`config.mk`:
```
export PLATFORM = sky130hd
export DESIGN_NAME = intExecUnit
export DESIGN_NICKNAME = d
export VERILOG_FILES = /design/src/intOpPkg.sv /design/src/uopPkg.sv /design/src/intIssueIf.sv /design/src/intResultUnit.sv /design/src/branchResolver.sv /design/src/intWriteback.sv /design/src/intExecUnit.sv
export SDC_FILE = /design/constraint.sdc
export NUM_CORES = 1
export LEC_CHECK = 0
export BUFFER_PORTS_ARGS = -buffer_cell sky130_fd_sc_hd__buf_2
export CAP_MARGIN = 20
export CORE_ASPECT_RATIO = 1.75
export CORE_UTILIZATION = 45
export CTS_CLUSTER_DIAMETER = 50
export CTS_CLUSTER_SIZE = 40
export DETAILED_ROUTE_END_ITERATION = 6
export PLACE_DENSITY = 0.65
export SYNTH_ARGS = -nofsm -noshare
export SYNTH_HDL_FRONTEND = slang
export SYNTH_SLANG_ARGS = --single-unit
```
`constraint.sdc`:
```
create_clock -name clk -period 9.6 [get_ports clk]
set_input_delay 0.96 -clock clk [delete_from_list [all_inputs] [get_ports clk]]
set_output_delay 0.96 -clock clk [all_outputs]
set_load 0.01 [all_outputs]
```
`src/intOpPkg.sv`:
```
package intOpPkg;

    // Operand and result width, fixed by RV32I semantics
    localparam int dataWidth = 32;

    // Shift amounts come from the low bits of operand 1
    localparam int shamtWidth = 5;

    typedef logic [dataWidth-1:0] dataWord;

    // Return address step for jal and jalr
    localparam dataWord linkOffset = dataWord'(4);

    typedef enum logic [4:0] {
        // ALU group
        intAdd,
        intAuipc,
        intSub,
        intXor,
        intOr,
        intAnd,
        intSll,
        intSrl,
        intSra,
        intSlt,
        intSltu,
        intLui,
        // Conditional branches
        intBeq,
        intBne,
        intBlt,
        intBge,
        intBltu,
        intBgeu,
        // Unconditional jumps
        intJal,
        intJalr
    } intOpcode;

endpackage

```
`src/uopPkg.sv`:
```
package uopPkg;

    // Physical register tag width unless the top level overrides it
    localparam int defTagWidth = 6;

    // Architectural register number, x0 to x31
    localparam int regNumWidth = 5;

    // Sequence number width unless the top level overrides it
    localparam int defSqnWidth = 6;

    // Registered writeback record state
    typedef enum logic [1:0] {
        // No record this cycle
        idle = 2'b00,
        // Record valid, no redirect
        resultOnly = 2'b01,
        // Record valid and carries a taken branch
        resolvedTaken = 2'b11
    } wbState;

endpackage

```
`src/intIssueIf.sv`:
```
`timescale 1ns/1ps

interface intIssueIf #(
    parameter int tagWidth = uopPkg::defTagWidth,
    parameter int sqnWidth = uopPkg::defSqnWidth
);

    logic valid;

    // Operand 2 holds the branch offset or target
    intOpPkg::dataWord operand0;
    intOpPkg::dataWord operand1;
    intOpPkg::dataWord operand2;
    intOpPkg::intOpcode opcode;

    // Destination and ordering bookkeeping
    logic [tagWidth-1:0] tagDst;
    logic [uopPkg::regNumWidth-1:0] nmDst;
    logic [sqnWidth-1:0] sqN;

    modport source (
        output valid,
        output operand0,
        output operand1,
        output operand2,
        output opcode,
        output tagDst,
        output nmDst,
        output sqN
    );

    modport alu (
        input operand0,
        input operand1,
        input opcode
    );

    modport branch (
        input operand0,
        input operand1,
        input operand2,
        input opcode
    );

    modport wb (
        input valid,
        input opcode,
        input tagDst,
        input nmDst,
        input sqN
    );

endinterface

```
`src/intResultUnit.sv`:
```
`timescale 1ns/1ps

module intResultUnit (
    intIssueIf.alu issue,
    output intOpPkg::dataWord result
);

    logic [intOpPkg::shamtWidth-1:0] shamt;
    logic lessSigned;
    logic lessUnsigned;

    // Upper bits of operand 1 are ignored for shifts
    assign shamt = issue.operand1[intOpPkg::shamtWidth-1:0];

    assign lessSigned = $signed(issue.operand0) < $signed(issue.operand1);
    assign lessUnsigned = issue.operand0 < issue.operand1;

    always_comb begin
        case (issue.opcode)
            // auipc gets the PC in operand 0 and the upper immediate in operand 1
            intOpPkg::intAdd,
            intOpPkg::intAuipc: begin
                result = issue.operand0 + issue.operand1;
            end
            intOpPkg::intSub: begin
                result = issue.operand0 - issue.operand1;
            end
            intOpPkg::intXor: begin
                result = issue.operand0 ^ issue.operand1;
            end
            intOpPkg::intOr: begin
                result = issue.operand0 | issue.operand1;
            end
            intOpPkg::intAnd: begin
                result = issue.operand0 & issue.operand1;
            end
            intOpPkg::intSll: begin
                result = issue.operand0 << shamt;
            end
            intOpPkg::intSrl: begin
                result = issue.operand0 >> shamt;
            end
            intOpPkg::intSra: begin
                result = $signed(issue.operand0) >>> shamt;
            end
            intOpPkg::intSlt: begin
                result = intOpPkg::dataWord'(lessSigned);
            end
            intOpPkg::intSltu: begin
                result = intOpPkg::dataWord'(lessUnsigned);
            end
            intOpPkg::intLui: begin
                result = issue.operand1;
            end
            // Link value, operand 0 is the PC of the jump
            intOpPkg::intJal,
            intOpPkg::intJalr: begin
                result = issue.operand0 + intOpPkg::linkOffset;
            end
            // Conditional branches never write a destination
            default: begin
                result = '0;
            end
        endcase
    end

endmodule

```
`src/branchResolver.sv`:
```
`timescale 1ns/1ps

module branchResolver (
    intIssueIf.branch issue,
    output logic isBranch,
    output logic taken,
    output intOpPkg::dataWord target
);

    logic equal;
    logic lessSigned;
    logic lessUnsigned;

    // Shared comparators for all conditional branches
    assign equal = issue.operand0 == issue.operand1;
    assign lessSigned = $signed(issue.operand0) < $signed(issue.operand1);
    assign lessUnsigned = issue.operand0 < issue.operand1;

    // Branch and jump group classification
    always_comb begin
        case (issue.opcode)
            intOpPkg::intBeq,
            intOpPkg::intBne,
            intOpPkg::intBlt,
            intOpPkg::intBge,
            intOpPkg::intBltu,
            intOpPkg::intBgeu,
            intOpPkg::intJal,
            intOpPkg::intJalr: begin
                isBranch = 1'b1;
            end
            default: begin
                isBranch = 1'b0;
            end
        endcase
    end

    always_comb begin
        case (issue.opcode)
            // Jumps always redirect
            intOpPkg::intJal,
            intOpPkg::intJalr: begin
                taken = 1'b1;
            end
            intOpPkg::intBeq: begin
                taken = equal;
            end
            intOpPkg::intBne: begin
                taken = !equal;
            end
            intOpPkg::intBlt: begin
                taken = lessSigned;
            end
            intOpPkg::intBge: begin
                taken = !lessSigned;
            end
            intOpPkg::intBltu: begin
                taken = lessUnsigned;
            end
            intOpPkg::intBgeu: begin
                taken = !lessUnsigned;
            end
            // Plain ALU ops never redirect
            default: begin
                taken = 1'b0;
            end
        endcase
    end

    // Targets arrive precomputed in operand 2 except for the register relative jalr
    always_comb begin
        if (issue.opcode == intOpPkg::intJalr) begin
            target = issue.operand1 + issue.operand2;
        end else begin
            target = issue.operand2;
        end
    end

    always_comb begin
        takenIsBranch: assert (!taken || isBranch)
            else $error("branchResolver: taken raised for a non-branch opcode");
    end

endmodule

```
`src/intWriteback.sv`:
```
`timescale 1ns/1ps

module intWriteback #(
    parameter int tagWidth = uopPkg::defTagWidth,
    parameter int sqnWidth = uopPkg::defSqnWidth
) (
    input  logic clk,
    input  logic rstN,
    intIssueIf.wb issue,
    input  logic wbStall,
    input  intOpPkg::dataWord result,
    input  logic isBranch,
    input  logic taken,
    input  intOpPkg::dataWord target,
    output logic outValid,
    output logic outIsBranch,
    output logic branchTaken,
    output intOpPkg::dataWord branchAddress,
    output logic [sqnWidth-1:0] branchSqN,
    output intOpPkg::dataWord outResult,
    output logic [tagWidth-1:0] outTagDst,
    output logic [uopPkg::regNumWidth-1:0] outNmDst,
    output logic [sqnWidth-1:0] outSqN
);

    uopPkg::wbState state;
    uopPkg::wbState stateNext;
    logic signed [sqnWidth-1:0] sqnDelta;
    logic squash;
    logic accept;

    // Wrap-around distance to the resolved branch, positive means younger
    assign sqnDelta = issue.sqN - branchSqN;

    // Only ops strictly younger than a just-taken branch are dropped
    assign squash = branchTaken && (sqnDelta > 0);

    assign accept = issue.valid && !wbStall && !squash;

    always_comb begin
        if (!accept) begin
            stateNext = uopPkg::idle;
        end else if (taken) begin
            stateNext = uopPkg::resolvedTaken;
        end else begin
            stateNext = uopPkg::resultOnly;
        end
    end

    always_ff @(posedge clk or negedge rstN) begin
        if (!rstN) begin
            state <= uopPkg::idle;
        end else begin
            state <= stateNext;
        end
    end

    // Record fields load with each accepted op
    always_ff @(posedge clk) begin
        if (accept) begin
            outIsBranch <= isBranch;
            branchAddress <= target;
            branchSqN <= issue.sqN;
            outResult <= result;
            outTagDst <= issue.tagDst;
            outNmDst <= issue.nmDst;
            outSqN <= issue.sqN;
        end
    end

    // Valid and taken flags decode from the record state
    assign outValid = state != uopPkg::idle;
    assign branchTaken = state == uopPkg::resolvedTaken;

    takenHasBranchRecord: assert property (
        @(posedge clk) disable iff (!rstN)
        branchTaken |-> outValid && outIsBranch
    ) else $error("intWriteback: branchTaken without a valid branch record");

    stallBlocksOutput: assert property (
        @(posedge clk) disable iff (!rstN)
        issue.valid && wbStall |=> !outValid
    ) else $error("intWriteback: record emitted after a stalled cycle");

    // An accepted jump must come back as a taken redirect
    jumpAlwaysTaken: assert property (
        @(posedge clk) disable iff (!rstN)
        accept && (issue.opcode == intOpPkg::intJal || issue.opcode == intOpPkg::intJalr)
            |=> branchTaken
    ) else $error("intWriteback: accepted jump did not resolve as taken");

endmodule

```
`src/intExecUnit.sv`:
```
`timescale 1ns/1ps

module intExecUnit #(
    parameter int tagWidth = uopPkg::defTagWidth,
    parameter int sqnWidth = uopPkg::defSqnWidth
) (
    input  logic clk,
    input  logic rstN,
    input  logic inValid,
    input  logic wbStall,
    input  intOpPkg::dataWord operand0,
    input  intOpPkg::dataWord operand1,
    input  intOpPkg::dataWord operand2,
    input  intOpPkg::intOpcode opcode,
    input  logic [tagWidth-1:0] tagDst,
    input  logic [uopPkg::regNumWidth-1:0] nmDst,
    input  logic [sqnWidth-1:0] sqN,
    output logic wbReq,
    output logic outValid,
    output logic outIsBranch,
    output logic branchTaken,
    output intOpPkg::dataWord branchAddress,
    output logic [sqnWidth-1:0] branchSqN,
    output intOpPkg::dataWord outResult,
    output logic [tagWidth-1:0] outTagDst,
    output logic [uopPkg::regNumWidth-1:0] outNmDst,
    output logic [sqnWidth-1:0] outSqN
);

    intOpPkg::dataWord result;
    intOpPkg::dataWord target;
    logic isBranch;
    logic taken;

    intIssueIf #(
        .tagWidth(tagWidth),
        .sqnWidth(sqnWidth)
    ) issue ();

    // Issued micro-op onto the internal bundle
    assign issue.valid = inValid;
    assign issue.operand0 = operand0;
    assign issue.operand1 = operand1;
    assign issue.operand2 = operand2;
    assign issue.opcode = opcode;
    assign issue.tagDst = tagDst;
    assign issue.nmDst = nmDst;
    assign issue.sqN = sqN;

    // Writeback slot request, answered by wbStall in the same cycle
    assign wbReq = inValid;

    intResultUnit resultUnit (
        .issue(issue.alu),
        .result(result)
    );

    branchResolver resolver (
        .issue(issue.branch),
        .isBranch(isBranch),
        .taken(taken),
        .target(target)
    );

    intWriteback #(
        .tagWidth(tagWidth),
        .sqnWidth(sqnWidth)
    ) writeback (
        .clk(clk),
        .rstN(rstN),
        .issue(issue.wb),
        .wbStall(wbStall),
        .result(result),
        .isBranch(isBranch),
        .taken(taken),
        .target(target),
        .outValid(outValid),
        .outIsBranch(outIsBranch),
        .branchTaken(branchTaken),
        .branchAddress(branchAddress),
        .branchSqN(branchSqN),
        .outResult(outResult),
        .outTagDst(outTagDst),
        .outNmDst(outNmDst),
        .outSqN(outSqN)
    );

endmodule

```
## After elaboration in Yosys (flattened, before gate mapping)

Memory sizes are Yosys's and may differ from the RTL's. A register that Yosys moved wholly into a read port is not among the register bits.
Index checks and enable logic that the tools add are counted.

- Word-level logic and storage cells: 59
- Bits in read-only memories: 32
- Output and inout port bits: 91
- Flip-flop bits (word level): 83
- Memories kept: 1
- Input port bits: 122

- Order comparisons: 3
- Equality and inequality tests: 21
- Bitwise operators: 3
- Add/sub/neg operators: 5
- Muxes and demuxes: 5
- Reductions and logical operators: 12
- Shift operators: 3

Memories:

| memory | depth | bits a word | read ports | clocked after Yosys merged registers in | wr ports | RTL line | text |
|---|---|---|---|---|---|---|---|
| (no name shown) | 32 | 1 | 1 | 1 | 0 | branchResolver.sv:21 | `case (issue.opcode)` |

Operators with widths:

| cell | number |
|---|---|
| $pmux 32 s12 | 1 |
| $add 32x32->32 | 2 |
| $lt 32x32->1 | 2 |
| $eq 5x4->1 const B | 8 |
| $add 32x3->32 const B | 1 |
| $and 32x32->32 | 1 |
| $eq 32x32->1 | 1 |
| $mux 32 | 1 |
| $or 32x32->32 | 1 |
| $shl 32x5->32 | 1 |
| $shr 32x5->32 | 1 |
| $sshr 32x5->32 | 1 |
| $sub 32x32->32 | 1 |
| $xor 32x32->32 | 1 |
| $eq 5x3->1 const B | 4 |
| $eq 5x5->1 const B | 4 |
| $eq 5x2->1 const B | 2 |
| $pmux 1 s7 | 1 |
| $gt 6x1->1 const B | 1 |
| $sub 6x6->6 | 1 |
| $eq 5x1->1 const B | 1 |
| $logic_not 1->1 | 5 |
| $logic_not 5->1 | 1 |
| $mux 2 | 2 |
| other kinds (4) | 7 |

## Depth between registers and ports, before layout

- Depth after elaboration: 6
- Mapped depth: 17
- Gate-level depth less buffers: 13

## By module

From an unflattened synthesis, not the netlist that was laid out.

- Cells, all modules: 2023
- Area total of the unflattened synthesis: 15489.9 um^2

Modules (own cells, without submodules):

| module | times used | seq. area each (um^2) | cells an instance | area an instance (um^2) |
|---|---|---|---|---|
| intResultUnit | 1 | 0.0 | 1473 | 9825.7 |
| branchResolver | 1 | 0.0 | 425 | 2840.2 |
| intWriteback | 1 | 2512.4 | 124 | 2816.5 |
| intExecUnit | 1 | 0.0 | 1 | 7.5 |

## Worst setup path before layout

No wires, ideal clock.

- Kind: input-to-reg
- Start: in operand1[1]
- End: reg writeback.outResult[29] (data pin)
- Slack: 4.798 ns
- Data arrival time: 4.543 ns
- Library setup time: 0.259 ns
- Buffers on the path: 5
- Cell stages on the path: 17
- Required time: 9.341 ns
- Cell sequence: clkbuf_1 > inv_1 > buf_2 > buf_1 > buf_1 > ha_1 > a21o_1 > a21oi_1 > o31a_1 > a21oi_1 > o211a_1 > or2_1 > buf_2 > a221o_1 > a21oi_1 > nor2_1 > o31a_1

- Word-level cells in the longest chain between the ends: 2
- Elaborated cells between the ends (all ways): 6
- Classes of those cells: add/sub (2); shift (3); mux (1)

RTL lines:

| what | RTL line | text |
|---|---|---|
| from (decl) | intExecUnit.sv:12 | `input intOpPkg::dataWord operand1,` |
| $sub 32x32->32 (tied with other cells) | intResultUnit.sv:26 | `result = issue.operand0 - issue.operand1;` |
| $pmux 32 s12 * | intResultUnit.sv:19 | `case (issue.opcode)` |
| net result[29] | intExecUnit.sv:30 | `intOpPkg::dataWord result;` |
| to (signal assigned) | intWriteback.sv:64 | `outResult <= result;` |
| to (decl) | intWriteback.sv:20 | `output intOpPkg::dataWord outResult,` |

The timed path passes the listed nets; every way through them passes the cells marked *.
A chain may end at the register's enable or synchronous reset.

## Worst setup path after layout

- Start: in operand1[0]
- End: reg writeback.outResult[11] (data pin)

The elaborated chain is that of the path after synthesis.

==> impl_results.md <==
- Status: finished with violations
- Failing checks: DRC, slew limit
- Mapped Cells: between 1500 and 2000
- FILL cells: just over 3000
- Root buffer cell: clkbuf_16
- R2R depth: 11
- Leak: ~6.9 nW
- CP Capture Type: register
- Clk sinks: 84
- Post-synth EDFFs: slightly above 80
- Mapped Nets: approximately 2100
- Syn. warnings: 0
- Final Cycle Share: 0.546
- Critical Path AT: slightly above 5 ns
- Pin count of the biggest net entering global routing: between 70 and 80
- Final non-filler cell total: between 2000 and 2500
- Highest-count cells in the layout ignoring fill and taps: buf_2 (211), nand2_1 (189), nor2_1 (175), a21oi_1 (153), ha_1 (141)
- CP max stage delay: 1.23 ns
- Commonest non-fill, non-tap cell in the layout: buf_2
- Clk buf depth: 2
- Die span in y: roughly 240 microns
- CTS buffer count: 9
- Synth Cell Area: about 14000 sq um
- Starting density of the core: 0.457
- DR pass1 iterations: 7
- DR vias: approximately 16000
- Share of the synthesized area in the top cell type: 0.172
- Hold Path Class: in -> async
- DRC Markers: 3
- Maximum capacitance violations: 0
- Hold Vio Cnt, Final: 0
- Antenna violations before repair: 4
- Fmax: around 0.19 GHz
- Total GRT Usage: 0.408
- CP Max Fanout: between 60 and 70
- # port buffers: around 210
- Hold-fix buffers at CTS: 0
- Final worst slack: between 4 and 5 ns
- Routed wire length: approximately 66 mm
- WS Path Type: in -> reg
- Yosys cell types: 84
- Routability cong.: 1.07
- Clk pin slew, worst setup/hold paths: ~0.08 ns
- RSZ-0062 raised after global routing: no
- DRT iter0 DRCs: approximately 2100
- Wirelength per Cell: roughly 28 microns
- Post-CTS Setup Repair Bufs: 0
- Clk_lat worst skew: ~0.40 ns
- Crit-path cells: buf_4 > buf_4 > nand2b_1 > o21ai_0 > nor2_1 > a21oi_1 > nand2_1 > o21ai_0 > mux2i_1 > a221oi_1 > o2111ai_1
- H-tree levels: 3
- Synthesis-to-finish area growth: 10.4%
- Core ar.: between 30000 and 40000 sq um
- NumNets Final: 2243
- CP startpoint kind: input pin
- Slew @ Worst Pin: between 1.5 and 2 ns
- Pwr Density: around 100 nW/um^2
- Setup violators final: 0
- CTS tree: built
- Yosys top cell by area: edfxtp_1
- DP Worst Slack: around 4.4 ns
- RR Startpoint: writeback.outSqN[1]$_DFFE_PP_
- Setup TNS: 0 ns
- Slew Viols, Final: 1
- Worst slew margin: -0.00519
- Post-route design area: 15800 sq um
- Post-synthesis sequential area ratio: 0.175
- ANT nets after route: 0
- Synth async-reset ratio: 0.0238
- Share of cells above drive strength 1: 0.165
- First-pass GRT wire length: a little under 100 mm
- Full die area: 32600 sq um
- GR Overflow Total: 0
- Detailed Place HPWL: 48.1 mm
- Top_reg_cell synth: edfxtp_1
- Tmin final: approximately 5.2 ns
- Post-CTS Resized: 0
- Row cnt: 86
- Vias in the first global route: ~16000
- Synth area leaders: edfxtp_1 (17%), ha_1 (12%), mux4_2 (5.5%)
- CP max-delay cell: a221oi_1
- Setup Skew: roughly 0.014 ns
- Ports: 213
- Seq cells post-synth: 84
- Req. time, crit path: approximately 9.5 ns
- Worst reg2reg setup slack: a little over 6 ns
- Die span in x: about 140 microns
- Syn avg cell area: between 7 and 8 sq um
- Placed instance count: ~2400
- Crit Reg-Reg Endpoint: writeback.branchAddress[3]$_DFFE_PP_
- Placed Area: ~16000 sq um
- Drt via density: between 6 and 7
- Worst vdd ir: between 0.1 and 0.15 mV
## metrics by stage
stage / power (mW) / hold WS [ns] / util
after global routing: 1.67 / 0.328 / 0.504
after detailed placement: 1.17 / 0.749 / 0.494
after floorplan: 0.932 / 0.664 / -
after CTS: 1.58 / 0.328 / 0.503
final: 1.60 / 0.329 / 0.504
after global placement: 1.17 / 0.747 / 0.494
## state kept, by name (all words and copies together) (netlist names)
signal	count
writeback.branchAddress	32
writeback.outResult	32
writeback.outTagDst	6
writeback.outIsBranch	1
writeback.outNmDst	5
writeback.state	2
writeback.outSqN	6
## logic make-up (layout without fill, tap and decap cells)
group | after synthesis | count (layout) | share of synthesized area
AOI/OAI and AO/OA | 661 | 661 | 0.309
muxes | 92 | 92 | 0.0954
adders and majority gates | 145 | 145 | 0.129
other | 0 | 3 | 0
buffers and inverters | 258 | 370 | 0.0730
xor gates and xnor gates | 64 | 64 | 0.0391
and+or+nand+nor | 565 | 565 | 0.180
DFF | 84 | 84 | 0.175
## worst max-delay path, delay by kind of cell
family	cells	cell delay, ns
buffers and inverters	2	1.11
AO/OA/AOI/OAI	5	2.48
multiplexers	1	0.18
AND/OR/NAND/NOR	3	0.34
## cells in the mapped netlist, drive strengths merged (29+ instances only)
master,instances
edfxtp,82
mux4,35
clkbuf,85
a211oi,41
xnor2,45
nor2,177
o21ai,142
buf,58
mux2i,49
o221ai,29
o211ai,31
nand3,40
inv,114
a21o,46
nor3,33
ha,141
a21oi,156
nand2,190
## power by group
group | leakage [nW] | switching, mW | internal [mW] | total (mW)
combinational | 5.93 | 0.494 | 0.268 | 0.763
sequential | 0.808 | 0.00633 | 0.430 | 0.436
clock | 0.150 | 0.172 | 0.227 | 0.399
## metal layers
metal,track usage,routed length (microns),part of all wire
met5,0,27,0.00041
met4,0.319,5900,0.090
met3,0.108,6410,0.098
met2,0.650,30500,0.46
met1,0.456,22900,0.35
## worst max-delay path by stage
| stage | depth (start not counted) | from | slack [ns] | end |
|---|---|---|---|---|
| 2_1_floorplan | 17 | operand1[1] | 4.80 | writeback.outResult[29]$_DFFE_PP_ |
| 3_3_place_gp | 13 | operand1[1] | 4.44 | writeback.outResult[30]$_DFFE_PP_ |
| 3_5_place_dp | 13 | operand1[1] | 4.43 | writeback.outResult[30]$_DFFE_PP_ |
| 4_1_cts | 12 | operand1[1] | 4.85 | writeback.outResult[0]$_DFFE_PP_ |
| 5_1_grt | 11 | operand1[0] | 4.41 | writeback.outResult[11]$_DFFE_PP_ |
| 6_report | 11 | operand1[0] | 4.36 | writeback.outResult[11]$_DFFE_PP_ |
## area by class of cell
type / count / area (sq um) / area share
Multi-Input combinational cell: 1527 / 10800 / 0.683
Sequential cell: 84 / 2510 / 0.159
Timing Repair Buffer: 239 / 1270 / 0.0800
Tap cell: 396 / 495 / 0.0313
Inverter: 115 / 432 / 0.0273
Clock buffer: 11 / 233 / 0.0147
Clock inverter: 5 / 77.6 / 0.00490
Antenna cell: 3 / 7.51 / 0.000474
Note: power is estimated with default switching activity, not from simulation.
